File: src/hdl/usb_rx_pkg.sv
package usb_rx_pkg;

    // PID code nibble, standard USB encodings
    typedef enum logic [3:0] {
        PID_OUT   = 4'b0001,
        PID_IN    = 4'b1001,
        PID_DATA0 = 4'b0011,
        PID_DATA1 = 4'b1011,
        PID_ACK   = 4'b0010,
        PID_NAK   = 4'b1010
    } pid_code_e;

    // Packet class reported at the top level
    typedef enum logic [2:0] {
        PKT_NONE  = 3'd0,
        PKT_OUT   = 3'd1,
        PKT_IN    = 3'd2,
        PKT_DATA0 = 3'd3,
        PKT_DATA1 = 3'd4,
        PKT_ACK   = 3'd5,
        PKT_NAK   = 3'd6,
        PKT_OTHER = 3'd7
    } rx_packet_e;

    // Bits arrive LSB first, so the code lands in the low nibble
    typedef struct packed {
        logic [3:0] check;
        pid_code_e  code;
    } pid_fields_t;

    typedef union packed {
        pid_fields_t pid;
        logic [7:0]  data;
    } rx_byte_u;

    // KJKJKJKK decodes to seven zeros then a one
    localparam logic [7:0] SYNC_PATTERN = 8'h80;

    localparam logic [2:0] STUFF_RUN = 3'd6;

endpackage

File: src/hdl/usb_bit_if.sv
`timescale 1ns/1ns

interface usb_bit_if;

    logic bit_strobe;
    logic bit_value;
    logic eop;
    logic stuff_error;

    modport decoder (
        output bit_strobe,
        output bit_value,
        output eop,
        output stuff_error
    );

    modport control (
        input bit_strobe,
        input bit_value,
        input eop,
        input stuff_error
    );

endinterface

File: src/hdl/usb_line_decoder.sv
`timescale 1ns/1ns

module usb_line_decoder #(
    parameter int CLKS_PER_BIT = 8
) (
    input logic        tb_clk,
    input logic        tb_n_rst,
    input logic        d_plus,
    input logic        d_minus,
    usb_bit_if.decoder bits
);
    import usb_rx_pkg::*;

    localparam int TW = $clog2(CLKS_PER_BIT);
    localparam logic [TW-1:0] LAST_TICK = TW'(CLKS_PER_BIT - 1);
    localparam logic [TW-1:0] HALF_TICK = TW'(CLKS_PER_BIT / 2);

    logic          dp_meta;
    logic          dp_sync;
    logic          dm_meta;
    logic          dm_sync;
    logic          dp_prev;
    logic          line_edge;
    logic [TW-1:0] timer;
    logic          sample;
    logic          se0;
    logic          nrzi_bit;
    logic          last_level;
    logic [2:0]    run;
    logic          in_packet;
    logic          se0_seen;

    // ********************
    // Synchroniser and bit timer
    // ********************

    // Line idles in J
    always_ff @(posedge tb_clk or negedge tb_n_rst) begin
        if (!tb_n_rst) begin
            dp_meta <= 1'b1;
            dp_sync <= 1'b1;
            dm_meta <= 1'b0;
            dm_sync <= 1'b0;
            dp_prev <= 1'b1;
        end else begin
            dp_meta <= d_plus;
            dp_sync <= dp_meta;
            dm_meta <= d_minus;
            dm_sync <= dm_meta;
            dp_prev <= dp_sync;
        end
    end

    assign line_edge = dp_sync != dp_prev;

    always_ff @(posedge tb_clk or negedge tb_n_rst) begin
        if (!tb_n_rst) begin
            timer <= '0;
        end else if (line_edge || timer == LAST_TICK) begin
            timer <= '0;
        end else begin
            timer <= timer + 1'b1;
        end
    end

    assign sample   = !line_edge && timer == HALF_TICK;
    assign se0      = !dp_sync && !dm_sync;
    assign nrzi_bit = dp_sync == last_level;

    // ********************
    // NRZI, unstuffing, EOP
    // ********************

    always_ff @(posedge tb_clk or negedge tb_n_rst) begin
        if (!tb_n_rst) begin
            bits.bit_strobe  <= 1'b0;
            bits.bit_value   <= 1'b0;
            bits.eop         <= 1'b0;
            bits.stuff_error <= 1'b0;
            last_level       <= 1'b1;
            run              <= '0;
            in_packet        <= 1'b0;
            se0_seen         <= 1'b0;
        end else begin
            bits.bit_strobe  <= 1'b0;
            bits.eop         <= 1'b0;
            bits.stuff_error <= 1'b0;
            if (sample) begin
                if (se0) begin
                    if (se0_seen) begin
                        // Bus returns to J after EOP
                        bits.eop   <= 1'b1;
                        se0_seen   <= 1'b0;
                        in_packet  <= 1'b0;
                        run        <= '0;
                        last_level <= 1'b1;
                    end else begin
                        se0_seen <= 1'b1;
                    end
                end else begin
                    se0_seen   <= 1'b0;
                    last_level <= dp_sync;
                    if (run == STUFF_RUN) begin
                        run <= '0;
                        if (nrzi_bit) begin
                            bits.stuff_error <= 1'b1;
                        end
                    end else begin
                        bits.bit_strobe <= 1'b1;
                        bits.bit_value  <= nrzi_bit;
                        if (!nrzi_bit) begin
                            run       <= '0;
                            in_packet <= 1'b1;
                        end else if (in_packet) begin
                            run <= run + 1'b1;
                        end
                    end
                end
            end
        end
    end

endmodule

File: src/hdl/usb_rx_control.sv
`timescale 1ns/1ns

module usb_rx_control (
    input  logic                   tb_clk,
    input  logic                   tb_n_rst,
    usb_bit_if.control             bits,
    output logic [7:0]             store_byte,
    output logic                   store_strobe,
    output usb_rx_pkg::rx_packet_e rx_packet,
    output logic                   packet_done,
    output logic                   r_error
);
    import usb_rx_pkg::*;

    // SKIP waits for EOP after an error
    typedef enum logic [1:0] {
        HUNT,
        PID,
        DATA,
        SKIP
    } state_e;

    state_e     state;
    logic [7:0] shift_q;
    logic [7:0] shift_next;
    logic [2:0] bit_cnt;
    logic [1:0] fill;
    logic [7:0] dl_new;
    logic [7:0] dl_old;
    logic       byte_done;
    logic       take_byte;
    logic       pid_ok;
    rx_byte_u   cur_byte;

    function automatic rx_packet_e classify(input pid_code_e code);
        case (code)
            PID_OUT:   return PKT_OUT;
            PID_IN:    return PKT_IN;
            PID_DATA0: return PKT_DATA0;
            PID_DATA1: return PKT_DATA1;
            PID_ACK:   return PKT_ACK;
            PID_NAK:   return PKT_NAK;
            default:   return PKT_OTHER;
        endcase
    endfunction

    // LSB first, new bit enters at the top
    assign shift_next = {bits.bit_value, shift_q[7:1]};
    assign cur_byte   = shift_next;
    assign byte_done  = bits.bit_strobe && bit_cnt == 3'd7;
    assign take_byte  = state == DATA && byte_done;
    assign pid_ok     = cur_byte.pid.check == ~cur_byte.pid.code;

    // ********************
    // Packet FSM
    // ********************

    always_ff @(posedge tb_clk or negedge tb_n_rst) begin
        if (!tb_n_rst) begin
            state        <= HUNT;
            shift_q      <= 8'hFF;
            bit_cnt      <= '0;
            fill         <= '0;
            rx_packet    <= PKT_NONE;
            packet_done  <= 1'b0;
            store_strobe <= 1'b0;
            r_error      <= 1'b0;
        end else begin
            packet_done  <= 1'b0;
            store_strobe <= 1'b0;
            if (bits.bit_strobe) begin
                shift_q <= shift_next;
                bit_cnt <= bit_cnt + 1'b1;
            end
            case (state)
                HUNT: begin
                    if (bits.bit_strobe && shift_next == SYNC_PATTERN) begin
                        state   <= PID;
                        bit_cnt <= '0;
                        fill    <= '0;
                        r_error <= 1'b0;
                    end
                end
                PID: begin
                    if (bits.stuff_error || bits.eop) begin
                        r_error <= 1'b1;
                        state   <= bits.eop ? HUNT : SKIP;
                    end else if (byte_done) begin
                        if (pid_ok) begin
                            rx_packet <= classify(cur_byte.pid.code);
                            state     <= DATA;
                        end else begin
                            r_error <= 1'b1;
                            state   <= SKIP;
                        end
                    end
                end
                DATA: begin
                    if (bits.stuff_error) begin
                        r_error <= 1'b1;
                        state   <= SKIP;
                    end else if (bits.eop) begin
                        // The two held bytes are the CRC16
                        if (bit_cnt == 3'd0) begin
                            packet_done <= 1'b1;
                        end else begin
                            r_error <= 1'b1;
                        end
                        fill  <= '0;
                        state <= HUNT;
                    end else if (take_byte) begin
                        if (fill == 2'd2) begin
                            store_strobe <= 1'b1;
                        end else begin
                            fill <= fill + 1'b1;
                        end
                    end
                end
                default: begin
                    if (bits.eop) begin
                        state <= HUNT;
                    end
                end
            endcase
            // Idle ones must not complete a stale SYNC
            if (bits.eop) begin
                shift_q <= 8'hFF;
            end
        end
    end

    // Two-byte delay line
    always_ff @(posedge tb_clk) begin
        if (take_byte) begin
            if (fill == 2'd2) begin
                store_byte <= dl_old;
            end
            dl_old <= dl_new;
            dl_new <= cur_byte.data;
        end
    end

endmodule

File: src/hdl/rx_fifo.sv
`timescale 1ns/1ns

module rx_fifo #(
    parameter int FIFO_DEPTH = 8
) (
    input  logic       tb_clk,
    input  logic       tb_n_rst,
    input  logic       w_enable,
    input  logic [7:0] w_data,
    input  logic       r_enable,
    output logic [7:0] r_data,
    output logic       empty,
    output logic       full
);

    localparam int AW = $clog2(FIFO_DEPTH);
    localparam logic [AW-1:0] LAST_SLOT = AW'(FIFO_DEPTH - 1);

    logic [7:0]    mem [FIFO_DEPTH];
    logic [AW-1:0] w_ptr;
    logic [AW-1:0] r_ptr;
    logic [AW:0]   count;
    logic          do_write;
    logic          do_read;

    assign empty    = count == '0;
    assign full     = count == (AW + 1)'(FIFO_DEPTH);
    assign do_write = w_enable && !full;
    assign do_read  = r_enable && !empty;

    always_ff @(posedge tb_clk or negedge tb_n_rst) begin
        if (!tb_n_rst) begin
            w_ptr <= '0;
            r_ptr <= '0;
            count <= '0;
        end else begin
            if (do_write) begin
                w_ptr <= (w_ptr == LAST_SLOT) ? '0 : w_ptr + 1'b1;
            end
            if (do_read) begin
                r_ptr <= (r_ptr == LAST_SLOT) ? '0 : r_ptr + 1'b1;
            end
            case ({do_write, do_read})
                2'b10:   count <= count + 1'b1;
                2'b01:   count <= count - 1'b1;
                default: count <= count;
            endcase
        end
    end

    // Storage and read register
    always_ff @(posedge tb_clk) begin
        if (do_write) begin
            mem[w_ptr] <= w_data;
        end
        if (do_read) begin
            r_data <= mem[r_ptr];
        end
    end

endmodule

File: src/hdl/usb_rx_top.sv
`timescale 1ns/1ns

module usb_rx_top #(
    parameter int CLKS_PER_BIT = 8,
    parameter int FIFO_DEPTH   = 8
) (
    input  logic                   tb_clk,
    input  logic                   tb_n_rst,
    input  logic                   d_plus,
    input  logic                   d_minus,
    input  logic                   r_enable,
    output logic [7:0]             r_data,
    output logic                   empty,
    output logic                   full,
    output usb_rx_pkg::rx_packet_e rx_packet,
    output logic                   packet_done,
    output logic                   r_error
);

    logic [7:0] store_byte;
    logic       store_strobe;

    usb_bit_if bits_if ();

    usb_line_decoder #(
        .CLKS_PER_BIT(CLKS_PER_BIT)
    ) line_decoder_i (
        .tb_clk  (tb_clk),
        .tb_n_rst(tb_n_rst),
        .d_plus  (d_plus),
        .d_minus (d_minus),
        .bits    (bits_if.decoder)
    );

    usb_rx_control rx_control_i (
        .tb_clk      (tb_clk),
        .tb_n_rst    (tb_n_rst),
        .bits        (bits_if.control),
        .store_byte  (store_byte),
        .store_strobe(store_strobe),
        .rx_packet   (rx_packet),
        .packet_done (packet_done),
        .r_error     (r_error)
    );

    // Writes while full are dropped inside the FIFO
    rx_fifo #(
        .FIFO_DEPTH(FIFO_DEPTH)
    ) rx_fifo_i (
        .tb_clk  (tb_clk),
        .tb_n_rst(tb_n_rst),
        .w_enable(store_strobe),
        .w_data  (store_byte),
        .r_enable(r_enable),
        .r_data  (r_data),
        .empty   (empty),
        .full    (full)
    );

endmodule

File: config.mk
export PLATFORM = sky130hd
export DESIGN_NAME = usb_rx_top
export DESIGN_NICKNAME = d
export VERILOG_FILES = /design/src/hdl/usb_rx_pkg.sv /design/src/hdl/usb_bit_if.sv /design/src/hdl/usb_line_decoder.sv /design/src/hdl/usb_rx_control.sv /design/src/hdl/rx_fifo.sv /design/src/hdl/usb_rx_top.sv
export SDC_FILE = /design/constraint.sdc
export NUM_CORES = 1
export LEC_CHECK = 0
export BUFFER_PORTS_ARGS = -buffer_cell sky130_fd_sc_hd__clkbuf_2
export CAP_MARGIN = 20
export CORE_MARGIN = 3
export CORE_UTILIZATION = 65
export CTS_CLUSTER_DIAMETER = 200
export DETAILED_ROUTE_END_ITERATION = 6
export PLACE_DENSITY = 0.83
export SKIP_CTS_REPAIR_TIMING = 1
export SYNTH_ARGS = -nofsm -noshare
export SYNTH_HDL_FRONTEND = slang
export SYNTH_SLANG_ARGS = --single-unit
File: constraint.sdc
create_clock -name tb_clk -period 4.33 [get_ports tb_clk]
set_input_delay 0.866 -clock tb_clk [delete_from_list [all_inputs] [get_ports tb_clk]]
set_output_delay 0.866 -clock tb_clk [all_outputs]
set_load 0.03 [all_outputs]
# After elaboration in Yosys (flattened, before gate mapping)
# Memory sizes are Yosys's and may differ from the RTL's. A register that Yosys moved wholly into a read port is not among the register bits.
# Index checks and enable logic that the tools add are counted.
dict set report word_totals {
  reg_bits 73
  latchBits 0
  mem_bits_rw 64
  rom_bits 0
  inputBits 5
  out_inout_bits 15
  word_cells 171
  memories 1
}
# memory words word_bits rd rd_clocked_by_memory_dff wr line
set memory_table {}
lappend memory_table {rx_fifo_i.mem 8 8 1 1 1 rx_fifo.sv:19} ;# logic [7:0] mem [FIFO_DEPTH];
dict set report classes {
  n_addsub 8
  multipliers 0
  div_mod_pow 0
  magnitude_cmp 0
  n_eq_ne 34
  shifts 0
  mux 66
  bitwise 4
  reduce_logical 30
}
# op n
set ops {}
lappend ops {{two-way mux 1 bit} 37}
lappend ops {{two-way mux 3 bit} 11}
lappend ops {{two-way mux 2 bit} 11}
lappend ops {{equality test 3 bit (second input constant)} 6}
lappend ops {{case mux 3 bit (6 select lines)} 1}
lappend ops {{equality test 4 bit (second input constant)} 4}
lappend ops {{two-way mux 8 bit} 2}
lappend ops {{adder 3 x 1 -> 3 bit (second input constant)} 5}
lappend ops {{!= test 3 bit (second input constant)} 4}
lappend ops {{equality test 4 x 2 -> 1 bit (second input constant)} 2}
lappend ops {{equality test 8 bit (second input constant)} 1}
lappend ops {{case mux 4 bit (2 select lines)} 1}
lappend ops {{AND reduction 4 bit} 2}
lappend ops {{logical AND 1 bit} 7}
lappend ops {{equality test 2 bit (second input constant)} 3}
lappend ops {{!= test 2 x 1 -> 1 bit (second input constant)} 3}
lappend ops {{case mux 2 bit (3 select lines)} 1}
lappend ops {{AND reduction 2 bit} 3}
lappend ops {{AND reduction 3 bit} 2}
lappend ops {{AND reduction 6 bit} 1}
lappend ops {{nonzero test 2 bit} 3}
lappend ops {{logical NOT 1 bit} 5}
lappend ops {{AND reduction 5 bit} 1}
lappend ops {{adder 4 x 1 -> 4 bit (second input constant)} 1}
lappend ops {{20 further kinds} 25}

# Logic depth before layout (Yosys ltp)
# Gate-level depths: netlist of the first run.
dict set report logic_depth {
  depth_word 7
  mapped_depth 10
  depth_no_buf 10
}

# Hierarchy
# From an unflattened synthesis of the first run, not the netlist that was laid out.
dict set report hier_totals {
  cells_unflattened 384
  hier_area_um2 6195.9
}
# mod instances cells_per_inst area_per_inst_um2 seq_area_each_um2
set by_module_without_submodules {}
lappend by_module_without_submodules {rx_fifo 1 171 3457.1 2412.3}
lappend by_module_without_submodules {usb_rx_control 1 145 1938.1 1229.9}
lappend by_module_without_submodules {usb_line_decoder 1 68 800.8 455.4}

# Worst setup path before layout of the first run
# OpenSTA, ideal clock, no wires.
dict set report synth_timing {
  path_type {register to register}
  startpoint {reg rx_fifo_i.count[1]}
  endpoint {reg rx_fifo_i.count[3]}
  setup_ns 0.125
  arrival_ns 3.112
  t_required_ns 4.205
  setup_slack_ns 1.093
  stages_incl_launch_ff 11
  path_buffers 0
  synth_period_minus_slack_ns 3.237
  path_cell_list {dfrtp_1 > nor4_1 > nand2b_1 > inv_1 > ha_1 > ha_1 > a21o_1 > a21oi_1 > xnor2_1 > nor2_1 > xor2_1}
}
dict set report synth_via {
  elab_chain_cells 5
  elab_cells_between_ends 12
  classes_between {2 x add/sub; 3 x eq/ne; 1 x mux; 6 x reduce/logical}
}
# item line
set synth_rtl {}
lappend synth_rtl {{start: declaration} rx_fifo.sv:22} ;# logic [AW:0] count;
lappend synth_rtl {{start signal: assignment} rx_fifo.sv:44} ;# 2'b10: count <= count + 1'b1;
lappend synth_rtl {{start signal: assignment} rx_fifo.sv:45} ;# 2'b01: count <= count - 1'b1;
lappend synth_rtl {{start signal: assignment} rx_fifo.sv:46} ;# default: count <= count;
lappend synth_rtl {{logical NOT 4 bit *} rx_fifo.sv:26} ;# assign empty = count == '0;
lappend synth_rtl {{via empty} usb_rx_top.sv:13} ;# output logic empty,
lappend synth_rtl {{logical NOT 1 bit *} rx_fifo.sv:29} ;# assign do_read = r_enable && !empty;
lappend synth_rtl {{logical AND 1 bit *} rx_fifo.sv:29}
lappend synth_rtl {{via rx_fifo_i.do_read} rx_fifo.sv:24} ;# logic do_read;
lappend synth_rtl {{equality test 2 x 1 -> 1 bit / equality test 2 bit (equally long branches)} rx_fifo.sv:43} ;# case ({do_write, do_read})
lappend synth_rtl {{case mux 4 bit (2 select lines) / nonzero test 2 bit (equally long branches)} -}
# Mark *: on every way through the listed nets, which the timed path passes. The rest lies on a longest branch.
# A chain may end at the register's enable or synchronous reset.

# Worst setup path after layout of the first run
dict set report layout_timing {
  startpoint {reg rx_fifo_i.count[1]}
  endpoint {reg rx_fifo_i.count[3]}
}
dict set report layout_via {
  elab_chain_cells 5
  elab_cells_between_ends 12
  classes_between {2 x add/sub; 3 x eq/ne; 1 x mux; 6 x reduce/logical}
}
# item line
set layout_rtl {}
lappend layout_rtl {{logical NOT 4 bit *} rx_fifo.sv:26}
lappend layout_rtl {{logical NOT 1 bit *} rx_fifo.sv:29}
lappend layout_rtl {{logical AND 1 bit *} rx_fifo.sv:29}
lappend layout_rtl {{via rx_fifo_i.do_read} rx_fifo.sv:24}
lappend layout_rtl {{equality test 2 x 1 -> 1 bit / equality test 2 bit (equally long branches)} rx_fifo.sv:43}
lappend layout_rtl {{case mux 4 bit (2 select lines) / nonzero test 2 bit (equally long branches)} -}
# Marked as above.

==> results.py, run 1 <==
metrics = {
    "global_route": {
        "grt_pass1_vias": 3270,
        "track_usage_pct": 22.7,
        "grt-ovfl-total": 0,
        "use_met3_pct": 6.37,
        "gr-usage-met2_pct": 40.0,
        "gr-max-usage-layer": "met2",
        "antenna_found_initial": 0,
        "grt_first_pass_wirelength_mm": 16.8,
        "use_met1_pct": 26.4,
        "grt_start_max_net_pins": 31,
    },
    "drt": {
        "firstDrtPassIters": 4,
        "routed_wl_mm": 10.5,
        "drcViolationCount": 0,
        "vias_per_cell": 5.90,
        "wl_per_cell_um": 20.0,
        "postRouteAntennaNets": 0,
        "vias": 3080,
        "drt_iter0_markers": 136,
    },
    "pwr": {
        "ir_worst_vdd_uv": 386,
        "p_int_mw": 2.95,
        "power.leakage_nw": 2.64,
        "pwr-share-comb_pct": 20.9,
        "p_clk_share_pct": 35.9,
        "power_mw": 4.12,
        "power_switching_mw": 1.17,
        "sequentialPowerShare_pct": 43.2,
        "sw_frac_of_total_pct": 28.4,
        "cellPowerDensity_nw_per_um2": 612,
    },
    "placed_design": {
        "placedCellCount": 489,
        "dpl_cell_area_sq_um": 6100,
        "portBuffers": 19,
        "dp_hpwl_mm": 6.28,
        "dp_slack_ns": 1.53,
        "routabilityCongestion": 0.870,
    },
    "sta": {
        "worst_pin_slew_ns": 1.00,
        "rsz0062_at_grt": "no",
        "setup_viol": 0,
        "worst_slack_ns": 1.57,
        "relSlewSlack_pct": 33.1,
        "finClkSkew_ns": 0.0104,
        "slew_viol_final": 0,
        "post-route-min-period_ns": 2.76,
        "period_share_pct": 63.7,
        "setup_tns_ns": 0,
        "whs_ns": 0.354,
        "max_freq_mhz": 363,
        "finalHoldViolCount": 0,
    },
    "setup_path": {
        "worstPathRequired_ns": 4.73,
        "start_kind": "register",
        "crit_start": "rx_fifo_i.count[1]",
        "timing.critical_path.slowest_stage_cell": "dfrtp_1",
        "worstPathCellList": "nor4_1 -> nand2b_1 -> inv_1 -> ha_1 -> ha_1 -> a21o_1 -> a21oi_1 -> xnor2_1 -> nor2_1 -> xor2_1",
        "cp_max_fo": 10,
        "r2r-start": "rx_fifo_i.count[1]",
        "worst_path_largest_cell_delay_ns": 0.43,
        "crit_arrival_ns": 3.16,
        "end_kind": "register",
        "path_class": "reg -> reg",
        "path_common_cell": "ha_1",
    },
    "die": {
        "initial_core_util_pct": 67.0,
        "die-area_sq_um": 10200,
        "die_w_um": 101,
        "num_rows": 34,
        "core_sq_um": 8760,
        "io_pins": 20,
        "die_h_um": 101,
    },
    "cts": {
        "cts_buffer_depth": 2,
        "cts_tree": "built",
        "clk_latency_ns": 0.52,
        "clk_pin_slew_ns": 0.07,
        "cts_num_sinks": 144,
        "cts_max_level": 4,
        "cts_buffers": 17,
        "root_buffer": "clkbuf_8",
    },
    "layout": {
        "layout.cells.non_filler": 522,
        "drive_above_1_share_pct": 24.9,
        "n_antenna_cell": 0,
        "final_util_pct": 76.8,
        "nets": 427,
        "fin_area_sq_um": 6730,
        "syn2layout_area_growth_pct": 14.5,
    },
    "synth": {
        "netlist_top_cells_area": "edfxtp_1, dfrtp_1, mux4_2, dfstp_2, ha_1",
        "synth_top_cell_by_area": "edfxtp_1",
        "yosysWarningCount": 0,
        "synth_top_area_share_pct": 49.1,
        "ys_seq_elements": 144,
        "seq_area_frac_synth_pct": 69.7,
        "syn_avg_cell_area_sq_um": 16.0,
        "netlist_area_sq_um": 5880,
        "synth_cell_type_count": 38,
        "syn_nets": 393,
        "syn-instance-count": 367,
    },
    "run": {
        "maxCapViolCount": 0,
    },
    "min_path": {
        "hold_start": "line_decoder_i.dm_meta",
        "hold_class": "reg -> reg",
    },
    "status": {
        "outcome": "complete, no violations",
    },
}
## logic make-up after synthesis
logic type	after synthesis	synth area share [%]
flops	144	69.7
simple gates	86	7.33
mux	40	10.6
compound gates	33	3.88
buf+inv	32	2.26
fa+ha+maj	21	4.60
xor+xnor	11	1.64
## registers in the layout (all words and copies together), names as in the netlist, 2 cells and up
name,count
rx_fifo_i.r_data,8
rx_control_i.dl_old,8
rx_control_i.store_byte,8
rx_fifo_i.count,4
rx_control_i.fill,2
rx_control_i.bit_cnt,3
line_decoder_i.timer,3
rx_fifo_i.w_ptr,3
line_decoder_i.run,3
rx_control_i.state,2
rx_control_i.shift_q,7
rx_fifo_i.r_ptr,3
rx_fifo_i.mem,64
rx_control_i.dl_new,8
rx_control_i.rx_packet,3
## layer usage
layer,up-vias,wire [um]
li1,1435,-
met1,1552,4140
met2,75,5830
met3,18,308
met4,0,174
met5,-,0
## cell usage after synthesis
| cell | n |
|---|---|
| a21o_1 | 7 |
| a21oi_1 | 7 |
| a311oi_2 | 1 |
| and2_1 | 4 |
| and3_1 | 5 |
| buf_1 | 1 |
| buf_2 | 4 |
| buf_6 | 1 |
| clkbuf_1 | 5 |
| dfrtp_1 | 37 |
| dfstp_2 | 11 |
| edfxtp_1 | 96 |
| fa_1 | 1 |
| ha_1 | 20 |
| inv_1 | 21 |
| mux2_1 | 1 |
| mux2_2 | 15 |
| mux2i_1 | 8 |
| mux4_2 | 16 |
| nand2_1 | 26 |
| nand2b_1 | 6 |
| nand3_1 | 5 |
| nand3b_2 | 1 |
| nor2_1 | 15 |
| nor2b_1 | 2 |
| nor3_1 | 10 |
| nor3b_1 | 3 |
| nor4_1 | 7 |
| o2111ai_1 | 1 |
| o211ai_1 | 4 |
| o21ai_0 | 10 |
| o22a_1 | 1 |
| o22ai_1 | 1 |
| o31ai_4 | 1 |
| or3_1 | 1 |
| or4_4 | 1 |
| xnor2_1 | 9 |
| xor2_1 | 2 |
## layout make-up
class	count	area [sq um]
clock buffer	18	428
clock inverter	14	178
fill	477	2030
inverter	21	78.8
multi-input combinational	191	1650
sequential	144	4100
tap	108	135
timing repair buffer	26	168
## worst max-delay path: cells and delay by family (launching register included)
| kind | cells | cell delay (ns) |
|---|---|---|
| AND/OR/NAND/NOR | 3 | 0.68 |
| adder cells (fa/ha/maj) | 2 | 0.64 |
| flip-flops | 1 | 0.43 |
| AO/OA/AOI/OAI | 2 | 0.34 |
| XOR/XNOR | 2 | 0.28 |
| buffers and inverters | 1 | 0.26 |
## worst paths after layout
path / to / slack [ns] / cells after the start
min in group asynchronous: rx_fifo_i.r_ptr[0] / 0.40 / 1
worst min-delay path: line_decoder_i.dm_sync / 0.35 / 0
worst max register to register: rx_fifo_i.count[3] / 1.57 / 10
worst min register to register: line_decoder_i.dm_sync / 0.35 / 0
max in group asynchronous: rx_control_i.shift_q[1] / 3.13 / 2
worst max-delay path: rx_fifo_i.count[3] / 1.57 / 10
## layout by cell type (no fill, tap or decap), types with 7 or more instances in the layout
cell type	instances
clkbuf_2	19
ha_1	20
nor2_1	15
dfrtp_1	37
a21o_1	7
mux2_2	15
nor3_1	10
dfstp_2	11
nor4_1	7
o21ai_0	10
edfxtp_1	96
clkbuf_16	16
xnor2_1	9
inv_1	21
mux2i_1	8
mux4_2	16
a21oi_1	7
nand2_1	26
## power by group through the flow
stage | combinational [mW] | sequential (mW) | clock [mW]
5_1_grt | 0.962 | 1.80 | 1.55
4_1_cts | 0.806 | 1.82 | 1.49
3_3_place_gp | 0.747 | 1.83 | 0
6_report | 0.862 | 1.78 | 1.48
2_1_floorplan | 0.637 | 1.79 | 0
3_5_place_dp | 0.788 | 1.84 | 0
Power figures use the tool's default switching activity.
==> run 2: changes to the inputs <==
--- a/config.mk
+++ b/config.mk
@@ -8,10 +8,10 @@
 export BUFFER_PORTS_ARGS = -buffer_cell sky130_fd_sc_hd__clkbuf_2
 export CAP_MARGIN = 20
 export CORE_MARGIN = 3
-export CORE_UTILIZATION = 65
+export CORE_UTILIZATION = 55
 export CTS_CLUSTER_DIAMETER = 200
 export DETAILED_ROUTE_END_ITERATION = 6
-export PLACE_DENSITY = 0.83
+export PLACE_DENSITY = 0.75
 export SKIP_CTS_REPAIR_TIMING = 1
 export SYNTH_ARGS = -nofsm -noshare
 export SYNTH_HDL_FRONTEND = slang
==> constraint.sdc (replaced) <==
create_clock -name tb_clk -period 2.45 [get_ports tb_clk]
set_input_delay 0.49 -clock tb_clk [delete_from_list [all_inputs] [get_ports tb_clk]]
set_output_delay 0.49 -clock tb_clk [all_outputs]
set_load 0.03 [all_outputs]
==> run 2 against run 1 <==
Effect of this change: combinational power grew 86%; critical endpoint unchanged; final area up 2.5%; global-route usage is 4.2 points lower; clock skew hardly changed; critical path type unchanged; worst setup slack worse by 1.3 ns; worst hold slack worse by 0.31 ns; clock-buffer cell count shrank 1; maximum frequency rose by 24%; register-to-register slack got worse by 1.3 ns; highest routed layer unchanged; total power up 79%; die area up 17%; largest cell class unchanged.
==> results.py, run 2 (synthesis results as in run 1) <==
metrics = {
    "status": {
        "outcome": "complete, no violations",
    },
    "layout": {
        "final_common_cell": "edfxtp_1",
        "drive_above_1_share_pct": 28.1,
        "largest_register_ffs": 64,
        "final_util_pct": 66.6,
        "regMostFlops": "rx_fifo_i.mem",
        "nets": 437,
        "n_antenna_cell": 0,
        "layout_common_cells": "edfxtp_1, dfrtp_1, nand2_1, inv_1, clkbuf_2",
        "syn2layout_area_growth_pct": 17.5,
    },
    "global_route": {
        "grt-ovfl-total": 0,
        "grt_start_max_net_pins": 21,
        "antenna_found_initial": 0,
        "track_usage_pct": 18.5,
        "grt_first_pass_wirelength_mm": 16.1,
        "grt_pass1_vias": 3180,
    },
    "setup_path": {
        "crit_arrival_ns": 2.62,
        "cp_max_fo": 6,
        "r2r-start": "rx_fifo_i.count[0]",
        "end_kind": "register",
        "crit_start": "rx_fifo_i.count[0]",
        "start_kind": "register",
        "worstPathRequired_ns": 2.85,
        "path_class": "reg -> reg",
    },
    "cts": {
        "clk_latency_ns": 0.53,
        "root_buffer": "clkbuf_8",
        "cts_max_level": 4,
        "cts_tree": "built",
        "clk_pin_slew_ns": 0.07,
        "cts_num_sinks": 144,
        "cts_buffers": 17,
        "cts_buffer_depth": 2,
    },
    "sta": {
        "finalHoldViolCount": 0,
        "max_freq_mhz": 451,
        "rsz0062_at_grt": "no",
        "period_share_pct": 90.6,
        "worst_slack_ns": 0.231,
        "finClkSkew_ns": 0.0103,
        "setup_viol": 0,
        "relSlewSlack_pct": 63.4,
        "whs_ns": 0.0434,
        "slew_viol_final": 0,
        "post-route-min-period_ns": 2.22,
        "worst_pin_slew_ns": 0.544,
    },
    "min_path": {
        "hold_start": "d_plus",
        "hold_class": "in -> reg",
    },
    "drt": {
        "drcViolationCount": 0,
        "vias_per_cell": 5.55,
        "vias": 3108,
        "drt_iter0_markers": 129,
        "firstDrtPassIters": 4,
        "routed_wl_mm": 9.74,
        "postRouteAntennaNets": 0,
        "wl_per_cell_um": 17.4,
    },
    "pwr": {
        "ir_worst_vdd_uv": 595,
        "power_mw": 7.37,
        "cellPowerDensity_nw_per_um2": 1070,
        "power.leakage_nw": 2.69,
    },
    "die": {
        "die-area_sq_um": 12000,
        "io_pins": 20,
        "core_sq_um": 10400,
        "initial_core_util_pct": 56.7,
        "num_rows": 37,
        "die_w_um": 109,
        "die_h_um": 109,
    },
    "placed_design": {
        "portBuffers": 19,
        "dp_hpwl_mm": 6.13,
        "dp_slack_ns": 0.244,
        "routabilityCongestion": 0.799,
    },
    "run": {
        "maxCapViolCount": 0,
    },
}
[run 2: cell count changes in the layout (fill, tap and decap cells not counted), sizes merged]
| cell | previous run | this run |
|---|---|---|
| inv | 26 | 29 |
| clkinvlp | 0 | 1 |
| clkbuf | 37 | 36 |
| clkinv | 6 | 3 |
| dlygate4sd3 | 0 | 1 |
| buf | 7 | 16 |
[run 2: where the power goes]
group	internal [mW]	switching (mW)	total (mW)
Clock	1.61	1.08	2.69
Sequential	2.85	0.218	3.07
Combinational	0.770	0.832	1.60
Total	5.23	2.13	7.37
[run 2: metal layers]
layer | global-route usage (%) | vias up | part of all wire [%]
met1 | 22.2 | 1581 | 41
li1 | - | 1461 | -
met4 | 6.23 | 0 | 1.4
met5 | 0 | - | 0
met3 | 5.75 | 13 | 3.7
met2 | 31.9 | 53 | 54
[run 2: worst paths after layout]
check	endpoint	slack, ns	cells after the start
max	rx_fifo_i.count[3]	0.23	10
min	line_decoder_i.dp_meta	0.04	1
max reg2reg	rx_fifo_i.count[3]	0.23	10
min reg2reg	line_decoder_i.dm_sync	0.35	0
max in group asynchronous	rx_control_i.shift_q[7]	1.43	3
min in group asynchronous	line_decoder_i.run[2]	0.39	2
[run 2: area by class of cell]
type | instances | area [sq um]
multi-input cells | 191 | 1700
inverters | 21 | 82.6
well taps | 136 | 170
fillers | 695 | 3470
repair buffers | 36 | 225
clock buffers | 17 | 414
flip-flops and latches | 144 | 4100
clock inverters | 15 | 215
[run 2: worst max-delay path: stages (launching register included)]
cell and delay (ns):
dfrtp_1 0.46, nor4_4 0.28, nand2b_4 0.21, clkinvlp_4 0.12, ha_4 0.19, ha_4 0.21
a21o_1 0.17, a21oi_2 0.13, xnor2_1 0.13, nor2_1 0.07, xor2_1 0.14
[run 2: metrics by stage]
step | area [sq um] | TNS (ns) | cells
global placement | 6260 | 0 | 527
CTS | 6890 | 0 | 559
finish | 6900 | 0 | 560
floorplan | 5930 | -0.0735 | 367
detailed placement | 6260 | 0 | 527
global route | 6900 | 0 | 560
==> run 3: changes to the inputs <==
--- a/config.mk
+++ b/config.mk
@@ -8,10 +8,9 @@
 export BUFFER_PORTS_ARGS = -buffer_cell sky130_fd_sc_hd__clkbuf_2
 export CAP_MARGIN = 20
 export CORE_MARGIN = 3
-export CORE_UTILIZATION = 55
+export CORE_UTILIZATION = 30
 export CTS_CLUSTER_DIAMETER = 200
 export DETAILED_ROUTE_END_ITERATION = 6
-export PLACE_DENSITY = 0.75
 export SKIP_CTS_REPAIR_TIMING = 1
 export SYNTH_ARGS = -nofsm -noshare
 export SYNTH_HDL_FRONTEND = slang
==> run 3 against run 2 <==
Effect of this change: wire length is 1.4% higher; critical path depth stayed put; clock power is 2% lower; total power is 0.78% lower; non-clock buffer count is 2 lower; utilization is 30 points lower; via count is 2.1% lower; final area is 1.7% higher; combinational power hardly changed.
==> results.py, run 3 (synthesis results as in run 1) <==
metrics = {
    "sta": {
        "slew_viol_final": 0,
        "relSlewSlack_pct": 58.6,
        "max_freq_mhz": 452,
        "period_share_pct": 90.3,
        "whs_ns": 0.152,
        "post-route-min-period_ns": 2.21,
        "finClkSkew_ns": 0.00987,
        "setup_viol": 0,
        "finalHoldViolCount": 0,
        "rsz0062_at_grt": "no",
        "setup_tns_ns": 0,
        "worst_pin_slew_ns": 0.621,
    },
    "global_route": {
        "track_usage_pct": 10.0,
        "grt_start_max_net_pins": 49,
        "grt-ovfl-total": 0,
        "grt_first_pass_wirelength_mm": 16.6,
        "grt_pass1_vias": 3199,
        "antenna_found_initial": 0,
    },
    "cts": {
        "cts_buffers": 17,
        "clk_latency_ns": 0.42,
        "cts_max_level": 4,
        "root_buffer": "clkbuf_16",
        "clk_pin_slew_ns": 0.06,
        "cts_num_sinks": 144,
        "cts_tree": "built",
        "cts_buffer_depth": 2,
    },
    "die": {
        "die_h_um": 146,
        "num_rows": 50,
        "initial_core_util_pct": 31.0,
        "die-area_sq_um": 21300,
        "die_w_um": 146,
        "core_sq_um": 19000,
        "io_pins": 20,
    },
    "pwr": {
        "power_switching_mw": 2.07,
        "sw_frac_of_total_pct": 28.4,
        "cellPowerDensity_nw_per_um2": 1040,
        "sequentialPowerShare_pct": 42.0,
        "pwr-share-comb_pct": 21.9,
        "p_clk_share_pct": 36.1,
        "ir_worst_vdd_uv": 542,
        "p_int_mw": 5.23,
        "power_mw": 7.31,
        "power.leakage_nw": 2.67,
    },
    "setup_path": {
        "crit_arrival_ns": 2.51,
        "rr_endpoint": "rx_fifo_i.count[3]",
        "path_class": "reg -> reg",
        "worstPathRequired_ns": 2.75,
        "worstPathCellList": "nor4_4 -> nand2b_4 -> clkinvlp_4 -> ha_4 -> ha_4 -> a21o_1 -> a21oi_2 -> xnor2_1 -> nor2_1 -> xor2_1",
        "r2r-start": "rx_fifo_i.count[0]",
        "regToRegSetupSlack_ns": 0.24,
        "start_kind": "register",
        "cp_max_fo": 6,
        "path_common_cell": "ha_4",
        "timing.critical_path.slowest_stage_cell": "dfrtp_1",
        "r2r_cells": 10,
        "end_kind": "register",
        "worst_path_largest_cell_delay_ns": 0.45,
    },
    "placed_design": {
        "portBuffers": 19,
        "placedCellCount": 650,
        "dp_hpwl_mm": 6.33,
        "routabilityCongestion": 0.792,
    },
    "min_path": {
        "hold_depth": 1,
        "worstHoldEndpoint": "line_decoder_i.dp_meta",
        "hold_class": "in -> reg",
        "hold_start": "d_plus",
    },
    "layout": {
        "largest_register_ffs": 64,
        "regMostFlops": "rx_fifo_i.mem",
        "multi_input_area_sq_um": 1700,
        "n_antenna_cell": 0,
        "layout_common_cells": "edfxtp_1, dfrtp_1, nand2_1, inv_1, clkbuf_2",
        "final.fill_count": 1771,
        "seq_area_sq_um": 4100,
        "layout.cells.non_filler": 682,
        "drive_above_1_share_pct": 27.5,
        "syn2layout_area_growth_pct": 19.4,
        "nets": 435,
        "final_util_pct": 37.0,
        "final_common_cell": "edfxtp_1",
    },
    "drt": {
        "vias_per_cell": 4.46,
        "drt_iter0_markers": 133,
        "firstDrtPassIters": 5,
        "vias": 3043,
        "wl_per_cell_um": 14.5,
        "drcViolationCount": 0,
        "postRouteAntennaNets": 0,
        "routed_wl_mm": 9.88,
    },
    "status": {
        "outcome": "complete, no violations",
    },
    "run": {
        "maxCapViolCount": 0,
    },
}
## run 3: cell count changes in the layout (fill, tap and decap cells not counted), sizes merged
cell         previous run  this run
inv                    29        25
dlygate4sd3             1         0
clkinv                  3         6
clkinvlp                1         2
buf                    16        15
## run 3: layout make-up
type	count	area share, %
Sequential cell	144	58.4
Timing Repair Buffer	34	2.96
Clock buffer	17	6.06
Inverter	21	1.18
Multi-Input combinational cell	191	24.2
Tap cell	260	4.64
Clock inverter	15	2.60
## run 3: worst max-delay path by stage
stage	from	endpoint	slack [ns]	depth (start not counted)
after floorplan	rx_fifo_i.count[0]	rx_fifo_i.count[3]	-0.07	9
after global placement	rx_fifo_i.count[0]	rx_fifo_i.count[3]	0.32	9
after detailed placement	rx_fifo_i.count[0]	rx_fifo_i.count[3]	0.23	10
after CTS	rx_fifo_i.count[0]	rx_fifo_i.count[3]	0.22	10
after global routing	rx_fifo_i.count[0]	rx_fifo_i.count[3]	0.10	10
final	rx_fifo_i.count[0]	rx_fifo_i.count[3]	0.24	10
## run 3: critical path: cells and delay by family, from the launching register on
family / cells / cell delay (ns)
adders and majority gates: 2 / 0.39
AOI/OAI and AO/OA: 2 / 0.31
xor gates and xnor gates: 2 / 0.27
and+or+nand+nor: 3 / 0.57
buffers and inverters: 1 / 0.11
DFF: 1 / 0.45
## run 3: metal layers
layer  global-route usage, %  vias to the layer above  wire [um]  share of wire, %
li1                        -                     1449          -                 -
met1                    11.9                     1526       4220                43
met2                    16.7                       56       5080                51
met3                    4.05                       12        472               4.8
met4                    3.32                        0        104               1.1
met5                       0                        -          0                 0
## run 3: power by group through the flow
stage	clock network [mW]	registers, mW	logic (mW)
floorplan	0	3.19	1.17
global placement	0	3.11	1.57
detailed placement	0	3.12	1.63
CTS	2.72	3.07	1.64
global route	2.83	3.11	1.79
finish	2.64	3.07	1.60
## run 3: stage by stage
stage | cell area (sq um) | setup slack (ns)
after floorplan | 5930 | -0.0735
after global placement | 6410 | 0.317
after detailed placement | 6410 | 0.233
after CTS | 7020 | 0.216
after global routing | 7020 | 0.105
final | 7020 | 0.238
